## src/common/cnn_pkg.sv

```systemverilog
package cnn_pkg;

    ////////////////////
    // widths

    parameter int DATA_WIDTH  = 16;  // one pixel or weight
    parameter int KERNEL_TAPS = 9;   // 3x3 window
    parameter int PARA_KERNEL = 4;   // kernels in parallel, also bank depth
    parameter int ACC_WIDTH   = 36;  // 32-bit products plus guard bits for nine terms
    parameter int INDEX_WIDTH = 8;   // window index, FM_DEPTH up to 256
    parameter int SLOT_WIDTH  = $clog2(PARA_KERNEL);

    ////////////////////
    // data types

    typedef logic signed [DATA_WIDTH-1:0] pixel_t;

    // flattened im2col window, also the layout of one kernel
    typedef pixel_t [KERNEL_TAPS-1:0] window_t;

    typedef logic signed [ACC_WIDTH-1:0] acc_t;

    ////////////////////
    // control encodings

    typedef enum logic {
        RUN_FULL,    // windows then kernels
        RUN_FM_ONLY  // windows only, kernels kept from before
    } run_mode_t;

    typedef enum logic [1:0] {
        IDLE,
        LOAD_FM,
        LOAD_WT,
        RUN
    } loader_state_t;

    ////////////////////
    // bundles

    // single kernel replacement between runs
    typedef struct packed {
        logic [SLOT_WIDTH-1:0] slot;
        window_t               kernel;
    } weight_update_t;

    // one output per window, a dot product per kernel
    typedef struct packed {
        logic [INDEX_WIDTH-1:0]   index;
        acc_t [PARA_KERNEL-1:0]   sums;
    } result_t;

endpackage

```

## src/logic/fm_buffer.sv

```systemverilog
`timescale 1ns/1ps

module fm_buffer #(
    parameter int FM_DEPTH = 18
) (
    input  logic                        clk,
    input  logic                        wr_en,
    input  logic [$clog2(FM_DEPTH)-1:0] wr_addr,
    input  cnn_pkg::window_t            wr_data,
    input  logic                        rd_en,
    input  logic [$clog2(FM_DEPTH)-1:0] rd_addr,
    output cnn_pkg::window_t            rd_data
);

    cnn_pkg::window_t mem [FM_DEPTH];

    always_ff @(posedge clk) begin
        if (wr_en) begin
            mem[wr_addr] <= wr_data;
        end
    end

    // registered read, holds while rd_en is low
    always_ff @(posedge clk) begin
        if (rd_en) begin
            rd_data <= mem[rd_addr];
        end
    end

endmodule

```

## config.mk

```make
export PLATFORM = sky130hd
export DESIGN_NAME = fm_buffer
export DESIGN_NICKNAME = d
export VERILOG_FILES = /design/src/common/cnn_pkg.sv /design/src/logic/fm_buffer.sv
export SDC_FILE = /design/constraint.sdc
export NUM_CORES = 2
export LEC_CHECK = 0
export ABC_AREA = 1
export BUFFER_PORTS_ARGS = -buffer_cell sky130_fd_sc_hd__buf_4
export CAP_MARGIN = 0
export CORE_AREA = 2 2 492 494
export CTS_CLUSTER_DIAMETER = 60
export CTS_CLUSTER_SIZE = 10
export DETAILED_ROUTE_END_ITERATION = 6
export DIE_AREA = 0 0 494 496
export SETUP_SLACK_MARGIN = 0.2
export SYNTH_ARGS = -nofsm -noshare
export SYNTH_HDL_FRONTEND = slang
export SYNTH_SLANG_ARGS = --single-unit
```

## constraint.sdc

```tcl
create_clock -name clk -period 8.44 [get_ports clk]
set_input_delay 0.844 -clock clk [delete_from_list [all_inputs] [get_ports clk]]
set_output_delay 0.844 -clock clk [all_outputs]
set_load 0.05 [all_outputs]
```

# [Word level (Yosys, flattened, before mapping)]
# Memories as Yosys holds them, arrays and structs flattened. A register that Yosys moved wholly into a read port is not among the register bits.
# Index checks and enable logic that the tools add are counted.
[totals] ff_bits=0 ramBits=2592 out_inout_bits=144 memories=1
[classes] muxes=2
[mem_list] name="mem" words=18 width=144 rd=1 rd_ports_with_merged_regs=1 wr=1 line_no="fm_buffer.sv:15" text="cnn_pkg::window_t mem [FM_DEPTH];"
[ops] cell="$mux W1" count=2

# [Longest topological paths before layout]
[logic_depth] depth_word=2 ltp_mapped=13 ltp_nobuf=9

# [Least setup slack after synthesis]
# OpenSTA, ideal clock, no wires.
[synth_timing] path_type="input-to-reg" from="input wr_addr[4]" to="memory mem[4][0] (netlist bit) (enable)" setup_time_ps=650 arrival_ps=7078 t_required_ps=7790 setup_slack_ps=712 cell_stages=3 path_buffers=0 path_cell_list="inv_1 -> nand3_1 -> nor2_1"
[synth_rtl] item="from (decl)" line_no="fm_buffer.sv:8" text="input logic [$clog2(FM_DEPTH)-1:0] wr_addr,"
[synth_rtl] item="to (decl)" line_no="fm_buffer.sv:15"
# No word-level cell before the write port.

==> flow_metrics.tcl <==
set metrics [dict create \
    cap_violations 0 \
    track_usage_pct 24.5 \
    area_delta_synth_final_pct 11.7 \
    startpoint "rd_addr[0]" \
    rsz0062_at_grt "false" \
    cts_buffers 325 \
    clk_latency_ps 960 \
    syn_area_per_cell_um2 10.9 \
    ys_seq_area_share_pct 71.8 \
    design_area_mm2 0.128 \
    rows 180 \
    via_per_inst 5.29 \
    seq_power_share_pct 52.5 \
    synthCells 10500 \
    first_iter_violations 6504 \
    timing.setup.tns_ps 0 \
    pre_cts_ws_ps 4240 \
    p_int_mw 22.7 \
    cts-root-buf "clkbuf_16" \
    cts_resized 0 \
    switching_share_pct 21.9 \
    grt_max_degree 228 \
    drive_above_1_share_pct 7.16 \
    outcome "finished, final reports clean" \
    wire_per_inst_um 21.7 \
    hold_violations 0 \
    dpl.hpwl_um 138000 \
    crit_fanout 97 \
    period_needed_ps 3340 \
    worstSetupPathDepth 10 \
    vias 73700 \
    fin_hold_ws_ps 205 \
    core_area_mm2 0.240 \
    io_pins 301 \
    yosysUniqueCellTypes 14 \
    cts_hold_buf 0 \
    die-area_mm2 0.245 \
    cts_buffer_depth 4 \
    final_core_util_pct 53.3 \
    yosys_warnings 0 \
    ant_nets 0 \
    portBuffers 300 \
    gr-total-overflow 0 \
    crit_top_cell "nand2_1" \
    postPlaceCellArea_mm2 0.119 \
    layout_common_cells "nand2_1, edfxtp_1, nand3_1, inv_1, buf_4" \
    worst_pin_slew_ps 1240 \
    p_per_area_mw_per_mm2 227 \
    cp.required_ps 9100 \
    grt_pass1_wl_um 449000 \
    grt_pass1_vias 71200 \
    filler_cell_count 20300 \
    crit_buf_inv 3 \
    setup_ws_ps 5100 \
    p_sw_mw 6.37 \
    r2r_start "mem[2][110]" \
    final_common_cell "nand2_1" \
    clock_skew_ps 37.3 \
    power_frac_comb_pct 6.2 \
    worstSetupEndpointType "flop" \
    die_h_um 496 \
    reg2reg_depth 8 \
    r2r_setup_slack_ps 6950 \
    synth_seq_cells 2736 \
    power_mw 29.1 \
    vdd_drop_max_mv 0.163 \
    critPathTopFamily "buffers and inverters" \
    cts_sinks 2736 \
    setup_viol 0 \
    synthesis.area_mm2 0.114 \
    nets 10900 \
    dp.cells 13600 \
    cts.htree.levels 5 \
    startpoint_type "input pin" \
    clock_power_share_pct 41.2 \
    drt_first_pass_iters 6 \
    timing.final.crit_share_pct 39.6 \
    postCtsSetupBuffers 0 \
    slew_viol_final 0 \
    cts.reportedPaths.clkPinSlew_ps 50 \
    antenna_found_initial 39 \
    cpPeakStageDelay_ps 890 \
    die_w_um 494 \
    r2r-end "rd_data[110]" \
    hold_class "input pin to flop" \
    endpoint "rd_data[34]" \
    crit_slowest_cell "buf_4" \
    worstPathArrival_ps 4010 \
    drcViolationCount 0 \
    drt-total-wl_um 303000 \
    crit_path_cell_trace "buf_8 -> buf_4 -> buf_4 -> nand2_1 -> nand3_1 -> nand3_1 -> nand3_1 -> nand2_1 -> nand2_1 -> nand2_1" \
    cts_tree "built" \
    final_cells 13900 \
    relSlewSlack_pct 17.2 \
    syn_nets 10700 \
    max_freq_mhz 299 \
    start_util_pct 47.8 \
    gp_congestion 0.761 \
    worst-setup-path-type "input pin to flop" \
    p_leak_nw 53.0 \
]
## state kept, by name (all words and copies together) (netlist names)
name,cells
rd_data,144
mem,2592
## synth_stat cells
library cell,count,area (µm²)
nor2_1,306,1150
buf_6,29,327
nand3_1,1737,8690
inv_4,1,6.26
buf_4,84,631
inv_1,1733,6500
clkbuf_1,185,694
buf_2,179,896
inv_2,3,11.3
nand2_1,3312,12400
edfxtp_1,2736,82200
o21ai_0,144,721
buf_1,62,233
clkinv_2,1,5.00
## power by group through the flow
stage	sequential, mW	combinational, mW	clock, mW
final	15.3	1.81	12.0
after CTS	15.3	1.82	12.2
after detailed placement	15.5	1.81	0
after floorplan	15.7	0.935	0
after global routing	15.3	1.99	12.7
after global placement	15.5	1.79	0
## layer usage
metal	vias up	GRT usage [%]	part of all wire, %
li1	34400	-	-
met1	36100	31.7	41
met2	2588	41.7	49
met3	548	3.98	6.7
met4	30	8.92	3.3
met5	-	0	0.066
## kinds of logic after synthesis
group / share of synthesized area (%)
AND/OR/NAND/NOR: 19.5
flip-flops: 71.8
buffers and inverters: 8.13
AO/OA/AOI/OAI: 0.630
## layout make-up
| class | instances | area, µm² | area share (%) |
|---|---|---|---|
| multi-input combinational | 5499 | 23100 | 18.1 |
| antenna | 15 | 37.5 | 0.0294 |
| sequential | 2736 | 82200 | 64.3 |
| timing repair buffer | 399 | 3390 | 2.65 |
| inverter | 1738 | 6580 | 5.15 |
| clock buffer | 336 | 8390 | 6.56 |
| clock inverter | 11 | 166 | 0.130 |
| tap | 3185 | 3990 | 3.12 |
## worst min-delay path by stage
stage | cells after the start | slack, ps | start | endpoint
global placement | 2 | 520 | mem[17][30] | rd_data[30]
global route | 1 | 170 | wr_data[122] | mem[17][122]
detailed placement | 2 | 520 | mem[17][13] | rd_data[13]
finish | 1 | 210 | wr_data[122] | mem[17][122]
CTS | 1 | 130 | wr_data[122] | mem[11][122]
floorplan | 2 | 510 | mem[17][0] | rd_data[0]
## worst register-to-register path, cell delays in order (launching register included)
cell and delay, ps:
edfxtp_1 360, inv_1 60, nand2_1 50, nand3_1 110, nand3_1 90, nand3_1 130, nand2_1 60, nand2_1 50
nand2_1 230
Note: power is estimated with default switching activity, not from simulation.
