**src/common/cnn_pkg.sv**
```systemverilog
package cnn_pkg;

    ////////////////////
    // widths

    parameter int DATA_WIDTH  = 16;  // one pixel or weight
    parameter int KERNEL_TAPS = 9;   // 3x3 window
    parameter int PARA_KERNEL = 4;   // kernels in parallel, also bank depth
    parameter int ACC_WIDTH   = 36;  // 32-bit products plus guard bits for nine terms
    parameter int INDEX_WIDTH = 8;   // window index, FM_DEPTH up to 256
    parameter int SLOT_WIDTH  = $clog2(PARA_KERNEL);

    ////////////////////
    // data types

    typedef logic signed [DATA_WIDTH-1:0] pixel_t;

    // flattened im2col window, also the layout of one kernel
    typedef pixel_t [KERNEL_TAPS-1:0] window_t;

    typedef logic signed [ACC_WIDTH-1:0] acc_t;

    ////////////////////
    // control encodings

    typedef enum logic {
        RUN_FULL,    // windows then kernels
        RUN_FM_ONLY  // windows only, kernels kept from before
    } run_mode_t;

    typedef enum logic [1:0] {
        IDLE,
        LOAD_FM,
        LOAD_WT,
        RUN
    } loader_state_t;

    ////////////////////
    // bundles

    // single kernel replacement between runs
    typedef struct packed {
        logic [SLOT_WIDTH-1:0] slot;
        window_t               kernel;
    } weight_update_t;

    // one output per window, a dot product per kernel
    typedef struct packed {
        logic [INDEX_WIDTH-1:0]   index;
        acc_t [PARA_KERNEL-1:0]   sums;
    } result_t;

endpackage

```
**src/loader/data_loader.sv**
```systemverilog
`timescale 1ns/1ps

module data_loader #(
    parameter int FM_DEPTH = 18
) (
    input  logic                                clk,
    input  logic                                rst,
    input  logic                                init,
    input  cnn_pkg::run_mode_t                  mode,
    input  logic                                load_valid,
    output logic                                load_ready,
    input  cnn_pkg::window_t                    load_data,
    input  logic                                upd_valid,
    output logic                                upd_ready,
    input  cnn_pkg::weight_update_t             upd,
    output logic                                fm_wr_en,
    output logic [$clog2(FM_DEPTH)-1:0]         fm_wr_addr,
    output cnn_pkg::window_t                    fm_wr_data,
    output logic                                wt_wr_en,
    output logic [cnn_pkg::SLOT_WIDTH-1:0]      wt_wr_slot,
    output cnn_pkg::window_t                    wt_wr_data,
    output logic                                start,
    input  logic                                done
);

    localparam int ADDR_W = $clog2(FM_DEPTH);
    localparam int IDX_W  = cnn_pkg::INDEX_WIDTH;

    cnn_pkg::loader_state_t state;
    cnn_pkg::run_mode_t     mode_q;     // latched at init
    logic [IDX_W-1:0]       cnt;        // word counter within a load phase
    logic                   load_xfer;
    logic                   upd_xfer;

    assign load_ready = (state == cnn_pkg::LOAD_FM) || (state == cnn_pkg::LOAD_WT);
    assign upd_ready  = (state == cnn_pkg::IDLE);
    assign load_xfer  = load_valid && load_ready;
    assign upd_xfer   = upd_valid && upd_ready;

    ////////////////////
    // write routing

    assign fm_wr_en   = load_xfer && (state == cnn_pkg::LOAD_FM);
    assign fm_wr_addr = cnt[ADDR_W-1:0];
    assign fm_wr_data = load_data;

    // updates and kernel loads share the weight port, never in the same state
    assign wt_wr_en   = (load_xfer && (state == cnn_pkg::LOAD_WT)) || upd_xfer;
    assign wt_wr_slot = upd_xfer ? upd.slot : cnt[cnn_pkg::SLOT_WIDTH-1:0];
    assign wt_wr_data = upd_xfer ? upd.kernel : load_data;

    ////////////////////
    // sequencing

    always_ff @(posedge clk) begin
        if (rst) begin
            state  <= cnn_pkg::IDLE;
            mode_q <= cnn_pkg::RUN_FULL;
            cnt    <= '0;
            start  <= 1'b0;
        end else begin
            start <= 1'b0;  // one-cycle pulse
            case (state)
                cnn_pkg::IDLE: begin
                    if (init) begin
                        mode_q <= mode;
                        cnt    <= '0;
                        state  <= cnn_pkg::LOAD_FM;
                    end
                end
                cnn_pkg::LOAD_FM: begin
                    if (load_xfer) begin
                        if (cnt == IDX_W'(FM_DEPTH - 1)) begin
                            cnt <= '0;
                            if (mode_q == cnn_pkg::RUN_FULL) begin
                                state <= cnn_pkg::LOAD_WT;
                            end else begin
                                state <= cnn_pkg::RUN;
                                start <= 1'b1;
                            end
                        end else begin
                            cnt <= cnt + 1'b1;
                        end
                    end
                end
                cnn_pkg::LOAD_WT: begin
                    if (load_xfer) begin
                        if (cnt == IDX_W'(cnn_pkg::PARA_KERNEL - 1)) begin
                            cnt   <= '0;
                            state <= cnn_pkg::RUN;
                            start <= 1'b1;
                        end else begin
                            cnt <= cnt + 1'b1;
                        end
                    end
                end
                cnn_pkg::RUN: begin
                    if (done) state <= cnn_pkg::IDLE;  // init ignored until here
                end
                default: state <= cnn_pkg::IDLE;
            endcase
        end
    end

endmodule

```
**config.mk**
```make
export PLATFORM = sky130hd
export DESIGN_NAME = data_loader
export DESIGN_NICKNAME = d
export VERILOG_FILES = /design/src/common/cnn_pkg.sv /design/src/loader/data_loader.sv
export SDC_FILE = /design/constraint.sdc
export NUM_CORES = 1
export LEC_CHECK = 0
export ABC_CLOCK_PERIOD_IN_PS = 2400
export BUFFER_PORTS_ARGS = -buffer_cell sky130_fd_sc_hd__buf_4
export CAP_MARGIN = 20
export CELL_PAD_IN_SITES_DETAIL_PLACEMENT = 1
export CELL_PAD_IN_SITES_GLOBAL_PLACEMENT = 1
export CORE_AREA = 4 4 231 233
export CTS_BUF_LIST = sky130_fd_sc_hd__clkbuf_8
export DETAILED_ROUTE_END_ITERATION = 6
export DIE_AREA = 0 0 235 237
export PLACE_DENSITY = 0.44
export SLEW_MARGIN = 5
export SYNTH_ARGS = -nofsm -noshare
export SYNTH_HDL_FRONTEND = slang
export SYNTH_SLANG_ARGS = --single-unit
```
**constraint.sdc**
```tcl
create_clock -name clk -period 2.4 [get_ports clk]
set_input_delay 0 -clock clk [delete_from_list [all_inputs] [get_ports clk]]
set_output_delay 0 -clock clk [all_outputs]
set_load 0.02 [all_outputs]
```
# Yosys cells after proc, flatten, opt, wreduce, memory -nomap -nowiden

Cells that the tools add are included.

Word-level logic and storage cells: 49
Bits in registers: 12
Bits of input ports: 297

Add/sub/neg operators: 1
Reduce and logical (&&, ||, !) cells: 11
Mux-type cells: 22
Eq/ne operators: 11

Operators with widths:

| cell                                           | count |
|---|---|
| 2-to-1 mux 144 bit                             | 1 |
| 2-to-1 mux 8 bit                               | 5 |
| case mux 8 bit (3 select lines)                | 1 |
| 2-to-1 mux 2 bit                               | 7 |
| adder 8 x 1 -> 8 bit (second input constant)   | 1 |
| == test 8 x 2 -> 1 bit (second input constant) | 1 |
| == test 8 x 5 -> 1 bit (second input constant) | 1 |
| != test 2 bit (second input constant)          | 4 |
| case mux 2 bit (4 select lines)                | 1 |
| 2-to-1 mux 1 bit                               | 6 |
| AND reduction 6 bit                            | 1 |
| == test 2 bit (second input constant)          | 2 |
| logical AND 1 bit                              | 4 |
| != test 2 x 1 -> 1 bit (second input constant) | 2 |
| AND reduction 4 bit                            | 1 |
| nonzero test 3 bit                             | 1 |
| == test 2 x 1 -> 1 bit (second input constant) | 1 |
| logical NOT 2 bit                              | 1 |
| logical OR 1 bit                               | 2 |
| case mux 1 bit (2 select lines)                | 1 |
| AND reduction 2 bit                            | 1 |

# Depth between registers and ports, before layout

Depth in word-level cells: 5
Gate-level depth with buffers: 7
Gate-level depth less buffers: 6

# Least setup slack after synthesis

OpenSTA, ideal clock, no wires.

Path kind: flip-flop to flip-flop
Start point: register state[1]
End point: register cnt[0]
Cell stages (with the launch flop): 8
Buffers on the path: 1
Path slack: 0.217 ns
Setup time: 0.070 ns
Arrival time: 2.113 ns
Cell sequence: dfxtp_1 -> inv_1 -> ha_1 -> a21boi_0 -> or4_1 -> buf_2 -> a2111o_1 -> a21oi_1

Cells in the longest elaborated chain, start to end: 5
Elaborated cells between the ends (all ways): 11
Classes of those cells: 5 x eq/ne; 1 x mux; 5 x reduce/logical

RTL lines:

| what                                                    | line              | text |
|---|---|---|
| start, declared                                         | data_loader.sv:29 | `cnn_pkg::loader_state_t state;` |
| start signal, assigned                                  | data_loader.sv:57 | `state <= cnn_pkg::IDLE;` |
| start signal, assigned                                  | data_loader.sv:68 | `state <= cnn_pkg::LOAD_FM;` |
| start signal, assigned                                  | data_loader.sv:76 | `state <= cnn_pkg::LOAD_WT;` |
| == test 2 x 1 -> 1 bit or == test 2 bit (tied branches) | data_loader.sv:35 | `assign load_ready = (state == cnn_pkg::LOAD_FM) \|\| (state == cnn_pkg::LOAD_WT);` |
| logical OR 1 bit *                                      | data_loader.sv:35 |  |
| net load_ready                                          | data_loader.sv:11 | `output logic load_ready,` |
| logical AND 1 bit *                                     | data_loader.sv:37 | `assign load_xfer = load_valid && load_ready;` |
| != test 2 bit (no source line)                          | -                 |  |
| AND reduction 4 bit (no source line) *                  | -                 |  |
| end signal, assigned                                    | data_loader.sv:82 | `cnt <= cnt + 1'b1;` |
| end signal, assigned                                    | data_loader.sv:93 | `cnt <= cnt + 1'b1;` |
| end, declared                                           | data_loader.sv:31 | `logic [IDX_W-1:0] cnt;` |

The timed path passes the listed nets; every way through them passes the cells marked *.
A chain may end at the register's enable or synchronous reset.

==> flow_metrics.py <==
metrics = {
    "worst_setup_path": {
        "crit_slowest_cell": "dfxtp_1",
        "ff2ff_setup_slack_ps": 260,
        "worstSetupPathType": "flop to output port",
        "cp.required_ps": 2400,
        "r2r-end": "cnt[1]",
        "max_stage_delay_ps": 400,
        "start_kind": "flop",
        "worstSetupEndpointType": "output port",
        "worstPathArrival_ps": 2180,
        "r2r-start": "state[0]",
        "crit_chain": "inv_1 > ha_2 > nand2_4 > buf_16 > buf_12 > mux2_2 > buf_4",
        "r2r_cells": 6,
        "critPathMaxFanout": 45,
    },
    "timing": {
        "finalCriticalPeriod_ps": 2176,
        "fin_setup_tns_ps": 0,
        "worstMarginPinSlew_ps": 582.1,
        "setup_violations": 0,
        "hold_viol": 0,
        "slew-limit-headroom_pct": 61.19,
        "fin_crit_sh_pct": 90.67,
        "worst_hold_slack_ps": 29.73,
        "fmax_ghz": 0.4596,
        "final_max_slew_viol_count": 0,
        "rsz0062_at_grt": "no",
        "finClkSkew_ps": 3.648,
    },
    "layout": {
        "seq_area_um2": 241.5,
        "fillers": 6113,
        "layout_commonest_cell": "buf_4",
        "layout.cells.non_filler": 1543,
        "multiInputGateArea_um2": 2296,
        "drive_gt1_share_pct": 88.64,
        "area_delta_synth_final_pct": 114.3,
        "antenna_cells": 0,
        "final_cell_mix": "604 x buf_4, 146 x mux2_2, 14 x nand2_1",
        "final_nets": 1168,
    },
    "power": {
        "power.switching_mw": 2.640,
        "p_per_area_nw_per_um2": 636.8,
        "seqPwrFrac_pct": 4.9,
        "pwr-share-clk_pct": 4.6,
        "swShare_pct": 51.42,
        "peakVddDrop_v": 0.0002123,
        "pwr-share-comb_pct": 90.5,
        "p_leak_nw": 3.831,
        "p_int_mw": 2.495,
    },
    "cts": {
        "cts_made_buffers": 3,
        "worstSkewPairLatency_ps": 250,
        "clockRootBuffer": "clkbuf_8",
        "cts_hold_buf": 0,
        "cts.clk_slew.worst_paths_ps": 60,
        "post_cts_resize_count": 0,
        "cts_tree": "built",
        "postCtsSetupBuffers": 0,
        "htreeDepth": 1,
        "max-clock-path-buffers": 2,
        "cts_num_sinks": 12,
    },
    "logic_synthesis": {
        "yosysTopAreaCell": "mux2_2",
        "synth_top_cell_area_share_pct": 43.70,
        "postSynthAreaPerCell_um2": 8.894,
        "ys_top_cells_by_area": "mux2_2 44%, buf_4 30%, dfxtp_1 6.4%",
        "ys_warn_count": 0,
        "yosysSeqAreaShare_pct": 6.385,
        "syn_area_um2": 3762,
        "syn_nets": 727,
        "ys_ff_latch": 12,
        "synth_cell_types": 34,
        "synth_cells": 423,
    },
    "grt": {
        "track_usage_pct": 9.913,
        "grt_pass1_wl_um": 40840,
        "antenna_found_initial": 3,
        "grt_pass1_vias": 5360,
        "grt_overflow": 0,
        "grt_max_degree": 59,
    },
    "placement": {
        "hpwlAfterDp_um": 27800,
        "gp_congestion": 0.8044,
        "dp.cells": 1539,
        "port_buffers": 596,
    },
    "routing": {
        "detail_route.iter0.violations": 152,
        "drc": 0,
        "routed_via_density": 3.093,
        "routedWlPerCell_um": 19.69,
        "wirelength_um": 30380,
        "vias": 4772,
        "drtAntennaViolNets": 0,
        "firstDrtPassIters": 4,
    },
    "hold_path": {
        "hold_start": "mode",
        "hold_end": "mode_q",
        "hold_depth": 3,
        "hold_path.class": "primary input to flop",
    },
    "status": {
        "status": "completed",
    },
    "floorplanning": {
        "fp.dieW_um": 235,
        "pin_count": 597,
        "fp.coreArea_um2": 51200,
        "die-area_um2": 55700,
        "die_y_um": 237,
        "start_util_pct": 7.349,
        "rows": 83,
    },
    "run": {
        "drv_cap": 0,
    },
}
## flip-flops by register name, indices dropped and copies added, names as in the netlist
signal  flops
mode_q      1
state       2
cnt         8
start       1
## power groups by stage
| stage | Sequential, mW | Combinational [mW] | Clock, mW |
|---|---|---|---|
| floorplan | 0.245 | 2.63 | 0 |
| global placement | 0.253 | 4.73 | 0 |
| CTS | 0.250 | 4.75 | 0.247 |
| detailed placement | 0.254 | 4.73 | 0 |
| global route | 0.255 | 4.93 | 0.255 |
| finish | 0.250 | 4.65 | 0.238 |
## kinds of logic (layout without fill, tap and decap cells)
kind of cell	after synthesis	in the layout	synth area share [%]
muxes	146	146	43.70
AOI/OAI and AO/OA	36	36	8.115
DFF	12	12	6.385
and+or+nand+nor	46	46	6.617
buffers and inverters	176	616	32.86
adders and majority gates	7	7	2.328
## synthesized netlist by cell type
cell,number
nand4_1,2
or4_4,1
mux2_2,146
and3_1,2
or4_2,1
o31a_1,2
nor2_1,3
nor2b_1,3
nor3_1,3
dfxtp_1,12
o31ai_4,3
nor4_1,2
o21ai_0,3
a311oi_1,1
a2111o_1,2
o211ai_1,2
buf_4,149
a21boi_0,1
or4_1,2
inv_1,5
nand3b_1,2
nor3b_1,2
o2111ai_1,8
buf_6,2
nand4b_1,1
buf_2,1
a211o_1,2
nand2b_1,1
nand3_1,6
nand2_1,15
a31oi_1,6
a21oi_1,6
clkbuf_1,19
ha_1,7
## worst max-delay path, delay by kind of cell, from the launching register on
family | cells | cell delay (ps)
and+or+nand+nor | 1 | 120
DFF | 1 | 400
adders and majority gates | 1 | 250
muxes | 1 | 360
buffers and inverters | 4 | 740
## how the worst max path moves through the flow
stage	startpoint	endpoint	slack [ps]	cells after the start
2_1_floorplan	state[1]	cnt[0]	220	7
3_3_place_gp	state[0]	cnt[0]	300	6
3_5_place_dp	state[1]	cnt[0]	260	6
4_1_cts	state[1]	wt_wr_data[14]	90	7
5_1_grt	state[0]	wt_wr_data[14]	70	7
6_report	state[0]	wt_wr_data[14]	220	7
## metrics by stage
stage	utilization (%)	cell area [µm²]	total power, mW	setup slack, ps
finish	15.75	8064	5.135	224.0
global route	15.75	8064	5.443	70.44
CTS	15.73	8053	5.245	85.32
detailed placement	15.62	7998	4.983	263.1
global placement	15.62	7998	4.978	295.3
floorplan	-	3762	2.875	216.7
## cell type report
| cell class | count | share of cell area (%) |
|---|---|---|
| Timing Repair Buffer | 607 | 57.07 |
| Multi-Input combinational cell | 235 | 28.47 |
| Tap cell | 680 | 10.55 |
| Sequential cell | 12 | 2.995 |
| Clock buffer | 4 | 0.6827 |
| Inverter | 5 | 0.2327 |
## layer usage
metal / vias up / routed length, µm / global-route usage [%]
li1: 2241 / - / -
met5: - / 8 / 0
met1: 2216 / 12290 / 12.19
met2: 294 / 15800 / 18.24
met3: 19 / 1833 / 1.980
met4: 2 / 440 / 1.414
(Power assumes the default switching activity.)
