[config.mk]
export PLATFORM = sky130hd
export DESIGN_NAME = weight_bank
export DESIGN_NICKNAME = d
export VERILOG_FILES = /design/src/common/cnn_pkg.sv /design/src/logic/weight_bank.sv
export SDC_FILE = /design/constraint.sdc
export NUM_CORES = 1
export LEC_CHECK = 0
export BUFFER_PORTS_ARGS = -buffer_cell sky130_fd_sc_hd__buf_2
export CORE_AREA = 10 10 274 276
export DETAILED_ROUTE_END_ITERATION = 7
export DIE_AREA = 0 0 284 286
export PLACE_DENSITY = 0.59
export SKIP_CTS_REPAIR_TIMING = 1
export SYNTH_ARGS = -nofsm -noshare
export SYNTH_HDL_FRONTEND = slang
export SYNTH_SLANG_ARGS = --single-unit
export TNS_END_PERCENT = 5
[constraint.sdc]
create_clock -name clk -period 1.11 [get_ports clk]
set_input_delay 0.0555 -clock clk [delete_from_list [all_inputs] [get_ports clk]]
set_output_delay 0.0555 -clock clk [all_outputs]
set_load 0.01 [all_outputs]
[src/common/cnn_pkg.sv]
package cnn_pkg;

    ////////////////////
    // widths

    parameter int DATA_WIDTH  = 16;  // one pixel or weight
    parameter int KERNEL_TAPS = 9;   // 3x3 window
    parameter int PARA_KERNEL = 4;   // kernels in parallel, also bank depth
    parameter int ACC_WIDTH   = 36;  // 32-bit products plus guard bits for nine terms
    parameter int INDEX_WIDTH = 8;   // window index, FM_DEPTH up to 256
    parameter int SLOT_WIDTH  = $clog2(PARA_KERNEL);

    ////////////////////
    // data types

    typedef logic signed [DATA_WIDTH-1:0] pixel_t;

    // flattened im2col window, also the layout of one kernel
    typedef pixel_t [KERNEL_TAPS-1:0] window_t;

    typedef logic signed [ACC_WIDTH-1:0] acc_t;

    ////////////////////
    // control encodings

    typedef enum logic {
        RUN_FULL,    // windows then kernels
        RUN_FM_ONLY  // windows only, kernels kept from before
    } run_mode_t;

    typedef enum logic [1:0] {
        IDLE,
        LOAD_FM,
        LOAD_WT,
        RUN
    } loader_state_t;

    ////////////////////
    // bundles

    // single kernel replacement between runs
    typedef struct packed {
        logic [SLOT_WIDTH-1:0] slot;
        window_t               kernel;
    } weight_update_t;

    // one output per window, a dot product per kernel
    typedef struct packed {
        logic [INDEX_WIDTH-1:0]   index;
        acc_t [PARA_KERNEL-1:0]   sums;
    } result_t;

endpackage

[src/logic/weight_bank.sv]
`timescale 1ns/1ps

module weight_bank (
    input  logic                                    clk,
    input  logic                                    rst,
    input  logic                                    wr_en,
    input  logic [cnn_pkg::SLOT_WIDTH-1:0]          wr_slot,
    input  cnn_pkg::window_t                        wr_data,
    output cnn_pkg::window_t [cnn_pkg::PARA_KERNEL-1:0] kernels
);

    ////////////////////
    // kernel registers

    // all slots drive the mac lanes directly, no read cycle
    always_ff @(posedge clk) begin
        if (rst) begin
            kernels <= '0;
        end else if (wr_en) begin
            kernels[wr_slot] <= wr_data;  // one slot per write
        end
    end

endmodule

; ---- Word level (Yosys, flattened, before mapping)
; Cells that the tools add are included.
[totals]
input_bits = 149
register_bits = 576
output_inout_bits = 576
wordCells = 42
[classes]
muxes = 3
n_reduce_logical = 1
n_lt_le_gt_ge = 2
[op_table]
columns = operator, n
row1 = $bwmux W576, 1
row2 = $demux W144 S2, 1
row3 = $mux W144, 1
row4 = $lt A2 B3 Y1 const B, 1
row5 = $ge A2 B1 Y1 const B, 1
row6 = $logic_and A1 B1 Y1, 1

; ---- Longest topological paths before layout
; Gate-level depths: netlist (run 1).
[logic_depth]
depth_word = 5
ltp_mapped = 5
ltp_nobuf = 2

; ---- Least setup slack after synthesis (run 1)
; No wires, ideal clock.
[synth_path]
kind = input to register
from = input port wr_slot[0] (netlist name)
to = register kernels[0] (netlist name)
cell_stages = 5
setup_time_ns = 0.072
t_arrival_ns = 0.852
path_slack_ns = 0.186
path_cell_list = nor3b_2 > buf_4 > buf_6 > buf_8 > mux2i_1
[synth_via]
elab_chain_len = 5
word_cells_on_any_way = 6
classes_between = order compare: 2 / mux: 3 / reduce/logical: 1
[synth_lines]
columns = element, line_no
row1 = "start, declared", weight_bank.sv:7  ; input logic [cnn_pkg::SLOT_WIDTH-1:0] wr_slot,
row2 = $lt A2 B3 Y1 (implied by the code) or $ge A2 B1 Y1 (tied branches), weight_bank.sv:20  ; kernels[wr_slot] <= wr_data;
row3 = $logic_and A1 B1 Y1 (implied by the code), weight_bank.sv:20
row4 = $mux W144 (implied by the code), weight_bank.sv:20
row5 = $demux W144 S2 *, weight_bank.sv:20
row6 = $bwmux W576 *, weight_bank.sv:20
row7 = "end signal, assigned by index", weight_bank.sv:20
row8 = "end, declared", weight_bank.sv:9  ; output cnn_pkg::window_t [cnn_pkg::PARA_KERNEL-1:0] kernels
; Every way passes the cells marked *; elsewhere a longest branch is shown, timed or not.
; A chain may end at the register's enable or synchronous reset.

; ---- Worst setup path after layout (run 1)
[layout_path]
from = register kernels[517] (netlist name)
to = output port kernels[517] (netlist name)
; No word-level cell between the ends.

==> impl_summary.md, run 1 <==
Logic synthesis
The share of synthesized area in the top cell type comes to 0.508. Counting every net in the synthesized netlist gives about 2200. The count of distinct cell types in the synthesized netlist is 13. Ranked by total cell area, the synthesized netlist is headed by dfxtp_1 (51%), mux2i_1 (25%), nand2b_1 (20%). The share of flip-flops with an asynchronous set or reset after synthesis is 0. For this run, the number of Yosys warnings is 0. After technology mapping, the gate count stands at 2022. The leading cell type by number of instances after synthesis is nand2b_1. The netlist area before placement is about 23000 um2. Sorting the synthesized cells by how often they occur yields nand2b_1 (720), dfxtp_1 (576), mux2i_1 (576). The biggest area contributor in the post-synthesis netlist is dfxtp_1. The prevailing post-synth register cell is dfxtp_1. The register bit total from synthesis is 576. The synthesized area per cell is approximately 11 um2. The count of flip-flops with a built-in enable after synthesis is 0. The share of the Yosys chip area taken by registers is 0.508.

Detailed routing
The routed length on met1 is ~33000 um. Wire segments on met2 add up to 41600 um in the final route. The routed via count is around 18000.

The length of the first detailed-routing pass in iterations is 5. The routed length per instance is ~21 um. The wire length on met3 is around 6400 um. In the routed design, unresolved DRC markers number 0. After detailed routing, the number of vias per cell comes to about 4.5. In this run, the number of DRC markers left after iteration 0 of detailed routing was approximately 760. The uppermost metal layer occupied by signal nets is met5.

The detail route stage leaves a number of antenna-violating nets equal to 0. The wire length after detailed routing is roughly 83000 um.

Timing
Timing would allow up to 0.870 GHz. The tightest hold path in the finished design has a slack of -0.0380 ns. The max-slew violation count was 0. The actual slew at the worst max-slew pin is 0.352 ns. The worst pin sits at a relative slew slack of 0.765. Clock skew on the completed layout was measured at 0 ns.

The clock period minus worst slack is between 1 and 1.5 ns. The count of endpoints failing setup in the final report is 185. The post-route setup TNS is -1.48 ns.

Setup repair after global routing could not meet its margin everywhere. After layout, the worst setup slack is -0.0390 ns. The number of hold violations in the final report is 8. The final worst-path cycle share is 1.04.

CTS
The TritonCTS clock tree is yes. The number of levels the H-tree was split into is 3. The clock latency of the later-clocked register in the worst-skew pair is around 0.6 ns. Counting the buffers created by CTS gives 67. Clock tree synthesis found a total of approximately 580 sinks. No sink is reached through more buffers than the 3 on the longest clock path.

The clock tree root driver cell is clkbuf_16. After clock tree synthesis, the clock-pin slew on the worst setup and hold paths is 0.06 ns.

Setup path
The worst setup path is of the flip-flop to output pin kind. The largest fanout on the critical path is 2. The family of cells with the greatest summed delay on the critical path is flip-flops. The endpoint type of the worst setup path is an output pin.

The largest stage delay on the critical path is between 0.3 and 0.4 ns. The largest individual stage delay along the critical path comes from the cell dfxtp_1. The required time of the worst setup path is 1.05 ns.

The data arrival time of the worst path is approximately 1.1 ns. The signal on the critical path passes through buf_2. The worst setup path is launched from a flip-flop. The worst path buffer plus inverter count is 1.

Global routing
The initial antenna violation count is 2. The global-route congestion overflow total is 0. The first global-routing pass estimated approximately 120000 um of wire. Across every metal layer, demand over resource in global routing totals 0.187. The maximum number of pins on one net before global-route repair is 77. The via count of the first global-routing pass was roughly 19000.

Pwr
IR analysis of the VDD net gives a maximum drop of between 1000 and 1500 uV. The static leakage is around 17 nW. In this run the power density over the cells is between 1000 and 1500 nW/um2.

Place
At the end of routability-driven placement, the weighted congestion stood at around 0.84. The total cell area at the placement stage is 28200 um2. After legalization and detailed placement, the total HPWL measured a little over 60000 um. The count of input and output buffers is about 720.

Min path
The path type of the worst min-delay path is input pin to flip-flop.

Run status
The final reports fail on negative hold slack, negative setup slack. The run finished, with violations left.

Finish
After routing the design area is approximately 35000 um2. Relative to the synthesized area, the layout overhead comes to 52.3%. Summing all flip-flop and latch instances after layout gives approximately 12000 um2.

The filler cell count is 6179. The number of flip-flops in the largest register is ~580. The footprint of the multi-input gates is 10300 um2. The number of nets in the layout is 3109. In the final layout, the registers with the most flip-flops are kernels x576.

Ranked by flip-flop count, first place goes to kernels. Of the cells placed in the final design, the portion with a size suffix greater than 1 is 0.480.

Die
The width of the chip is roughly 280 um. The placeable core area is ~70000 um2. The site row count is 97. The die extent in y is 286 um. During I/O placement, the number of pins put on the boundary was just over 700. The full die area is 81200 um2. The effective utilization at floorplan is 0.326.

Run
The max capacitance violation total is 0.
==> cells in the final DEF, fill, tap and decap left out, drive strengths merged, types with 2 or more instances in the layout <==
| cell type | count |
|---|---|
| clkinvlp | 2 |
| mux2i | 576 |
| buf | 871 |
| clkinv | 10 |
| nand3b | 2 |
| inv | 2 |
| dfxtp | 576 |
| clkbuf | 100 |
| nand2b | 720 |
| bufinv | 4 |
| dlygate4sd3 | 142 |
==> where the power goes <==
group          internal (mW)  total, mW  switching [mW]
clock                   13.5       22.6            9.09
sequential              21.5       22.1           0.548
combinational           2.94       5.52            2.58
==> per-layer routing <==
layer,up-vias,global-route usage
li1,8543,-
met4,2,0.0728
met3,137,0.0637
met5,-,0
met1,8731,0.210
met2,556,0.324
==> stage by stage <==
| step | power, mW | cells | worst slack (ns) | hold WS (ns) | util |
|---|---|---|---|---|---|
| final | 50.2 | 3950 | -0.0390 | -0.0380 | 0.497 |
| after global routing | 52.0 | 3950 | -0.0815 | 0.00685 | 0.497 |
| after CTS | 49.7 | 3797 | -0.213 | -0.244 | 0.438 |
| after detailed placement | 27.0 | 3679 | -0.163 | 0.413 | 0.405 |
| after global placement | 26.9 | 3679 | -0.128 | 0.398 | 0.405 |
| after floorplan | 24.7 | 2022 | 0.186 | 0.276 | - |
==> final cells by class <==
cell class	count	area share
tap	940	0.0340
clock inverter	18	0.00734
sequential	576	0.351
timing repair buffer	1013	0.250
clock buffer	100	0.0582
antenna	1	0.0000724
multi-input combinational	1302	0.299
==> path summary, 6_finish.rpt <==
| kind | startpoint | end | depth (start not counted) | slack [ns] |
|---|---|---|---|---|
| worst min register to register | kernels[134] | kernels[134] | 2 | 0.47 |
| worst max-delay path | kernels[517] | kernels[517] | 1 | -0.04 |
| worst min-delay path | wr_data[72] | kernels[216] | 3 | -0.04 |
| worst max register to register | kernels[508] | kernels[508] | 3 | 0.37 |
==> logic make-up after synthesis <==
logic type,Yosys count,synth area share
flops,576,0.508
buf+inv,144,0.0376
mux,576,0.254
simple gates,726,0.201
(Power assumes the default switching activity.)
==> run 2, diff against run 1 <==
==> constraint.sdc (replaced) <==
create_clock -name clk -period 1.11 [get_ports clk]
set_input_delay 0.0555 -clock clk [delete_from_list [all_inputs] [get_ports clk]]
set_output_delay 0.0555 -clock clk [all_outputs]
set_load 0.1 [all_outputs]
==> impl_summary.md, run 2 (synthesized netlist as in run 1, its figures left out) <==
Finish
Relative to the synthesized area, the layout overhead comes to 83.3%. The fraction of final layout cells sized beyond drive strength 1 is 0.515 (+0.0354). The library cell used most frequently in the layout, excluding fill and tap cells, is nand2b_1.

The number of flip-flops in the largest register is 576 (unchanged). The design area is 41600 um2 (+20%). In the final layout, the registers with the most flip-flops are kernels x576. The library cells used most frequently in the layout, excluding fill and tap cells, are nand2b_1 (720), buf_12 (623), mux2i_1 (576). The utilization after layout is 0.598 (+0.101). The register ranked first by flip-flop count is kernels. The number of nets in the layout was 3110 (+0.032%).

Setup path
The family of cells with the greatest summed delay on the critical path is flip-flops. The worst reg-to-reg path cell count is 3 (unchanged). Traced cell by cell, the critical path runs through buf_12. The category of the most critical setup path is flip-flop to output pin. The largest fanout on the critical path is 2 (unchanged). The master of the slowest instance on the critical path is dfxtp_2. The capture point of the worst reg-to-reg path is kernels[521]. The largest stage delay on the critical path is 0.36 ns (about the same). The worst reg2reg path startpoint is kernels[521]. The data arrival time of the worst path is 1.16 ns (+0.07 ns). The required time of the worst setup path is 1.05 ns (about the same). STA classifies the critical path endpoint as an output pin. The startpoint class of the critical path is a flip-flop. The worst path buffer plus inverter count is 1 (unchanged). The flop-to-flop setup slack is 0.33 ns (-0.04 ns).

Timing
The max-slew violation count is 0 (unchanged). The actual slew at the worst max-slew pin was 0.362 ns (+0.00992 ns). The worst max-slew margin expressed relative to the limit came to 0.759 (-0.00661).

The post-route setup TNS is -39.70 ns (-38.22 ns). The final worst hold slack is -0.00173 ns (+0.0362 ns). The clock period minus worst slack is 1.21 ns (+0.0630 ns). The number of hold violations in the final report is 1 (-7).

The final worst-path cycle share is 1.09 (+0.0567). Setup repair after global routing could not meet its margin everywhere. The top achievable clock speed came to 0.825 GHz (-5.2%).

The count of endpoints failing setup in the final report is 576 (+210%). The final setup skew is 0 ns (unchanged). The worst path setup slack after routing is -0.102 ns (-0.0630 ns).

Die
The placeable core area was 69500 um2 (unchanged). The die extent in y was 286 um (unchanged). The effective utilization at floorplan came to 0.326 (unchanged). The site row count is 97 (unchanged). The I/O pin count is 725 (unchanged). The full die area is 81200 um2 (unchanged). The width of the chip is 284 um (unchanged).

CTS
The TritonCTS clock tree is yes. The number of sinks handled by clock tree synthesis came to 576 (unchanged). The number of CTS-inserted buffers is 66 (-1.5%).

The clock latency of the later-clocked register in the worst-skew pair is 0.59 ns (about the same). The clock-pin transition on the worst setup and hold timing paths is 0.06 ns (about the same). The largest buffer count on any clock path is 3 (unchanged). The tree is rooted in a clkbuf_16.

The number of levels the H-tree was split into is 3 (unchanged).

Run status
The final reports fail on negative hold slack, negative setup slack. The run finished, with violations left.

Global routing
The initial antenna violation count is 8 (+6). The first-pass GRT wire length is 123000 um (+4.2%). The via count of the first global-routing pass was 18700 (+0.42%).

The global-route usage over all layers is 0.197 (+0.00941). The global-route congestion overflow total came to 0 (unchanged). The maximum number of pins on one net before global-route repair was 113 (+47%).

Place
The total cell area at the placement stage is 37000 um2 (+31%). The post-placement setup slack came to -0.218 ns (-0.0552 ns). The count of input and output buffers was 724 (unchanged). The routability-driven placement congestion ratio is 0.837 (-0.68%). The total half-perimeter wirelength after legalization and detailed placement came to 65100 um (+6.0%).

Pwr
The power per unit of standard cell area is 1380 nW/um2 (-5.3%). The peak ir drop on the vdd network came to 1210 uV (+17%). The static leakage came to 18.4 nW (+9.2%). The post-route total power is 57.2 mW (+14%).

Run
The max capacitance violation total is 0 (unchanged).

Detailed routing
The wire length after detailed routing is 85900 um (+3.1%). The remaining design rule violation count is 0 (unchanged). The vias per cell is 4.54 (-0.30%). The remaining antenna violation count is 0 (unchanged). The length of the first detailed-routing pass in iterations is 4 (-1). The routed length per instance was 21.7 um (+2.9%).

The routed via count is 18000 (-0.095%). The DRC marker count from the first detailed-route iteration is 624 (-17%).

Min path
The startpoint identified for the worst hold timing path is rst. The number of cells on the worst hold path is 4 (+1). In this run the worst hold path is classified as input pin to flip-flop.

The end of the worst hold path is kernels[111].
-- run 2: layout make-up --
type	instances	area, um2
fill	5262	27900
tap	940	1180
sequential	576	12400
antenna	6	15.0
timing repair buffer	1015	15400
multi-input combinational	1302	10300
clock buffer	97	1950
clock inverter	22	315
-- run 2: power breakdown --
part	leakage, nW	internal (mW)	total (mW)	switching, mW
Combinational	12.3	4.75	12.3	7.59
Sequential	4.97	21.5	22.3	0.821
Clock	1.11	13.7	22.6	8.93
Total	18.4	39.9	57.2	17.3
-- run 2: worst max-delay path by stage --
stage	startpoint	end	slack [ns]	cells past startpoint
4_1_cts	kernels[111]	kernels[111]	-0.26	1
5_1_grt	kernels[364]	kernels[364]	-0.15	1
3_3_place_gp	wr_slot[0]	kernels[32]	-0.14	5
3_5_place_dp	wr_slot[0]	kernels[18]	-0.22	5
2_1_floorplan	kernels[177]	kernels[177]	-0.12	2
6_report	kernels[364]	kernels[364]	-0.10	1
-- run 2: metal layers --
layer	up-vias	GRT usage	share of wire
met4	4	0.0675	0.031
met1	8694	0.204	0.37
met5	-	0	0.00024
li1	8543	-	-
met3	137	0.0798	0.082
met2	574	0.355	0.52
-- run 2: through the flow --
stage	hold WS, ns	std cells
floorplan	0.269	2022
global placement	0.394	3682
detailed placement	0.401	3682
CTS	-0.230	3801
global route	0.0182	3957
finish	-0.00173	3958
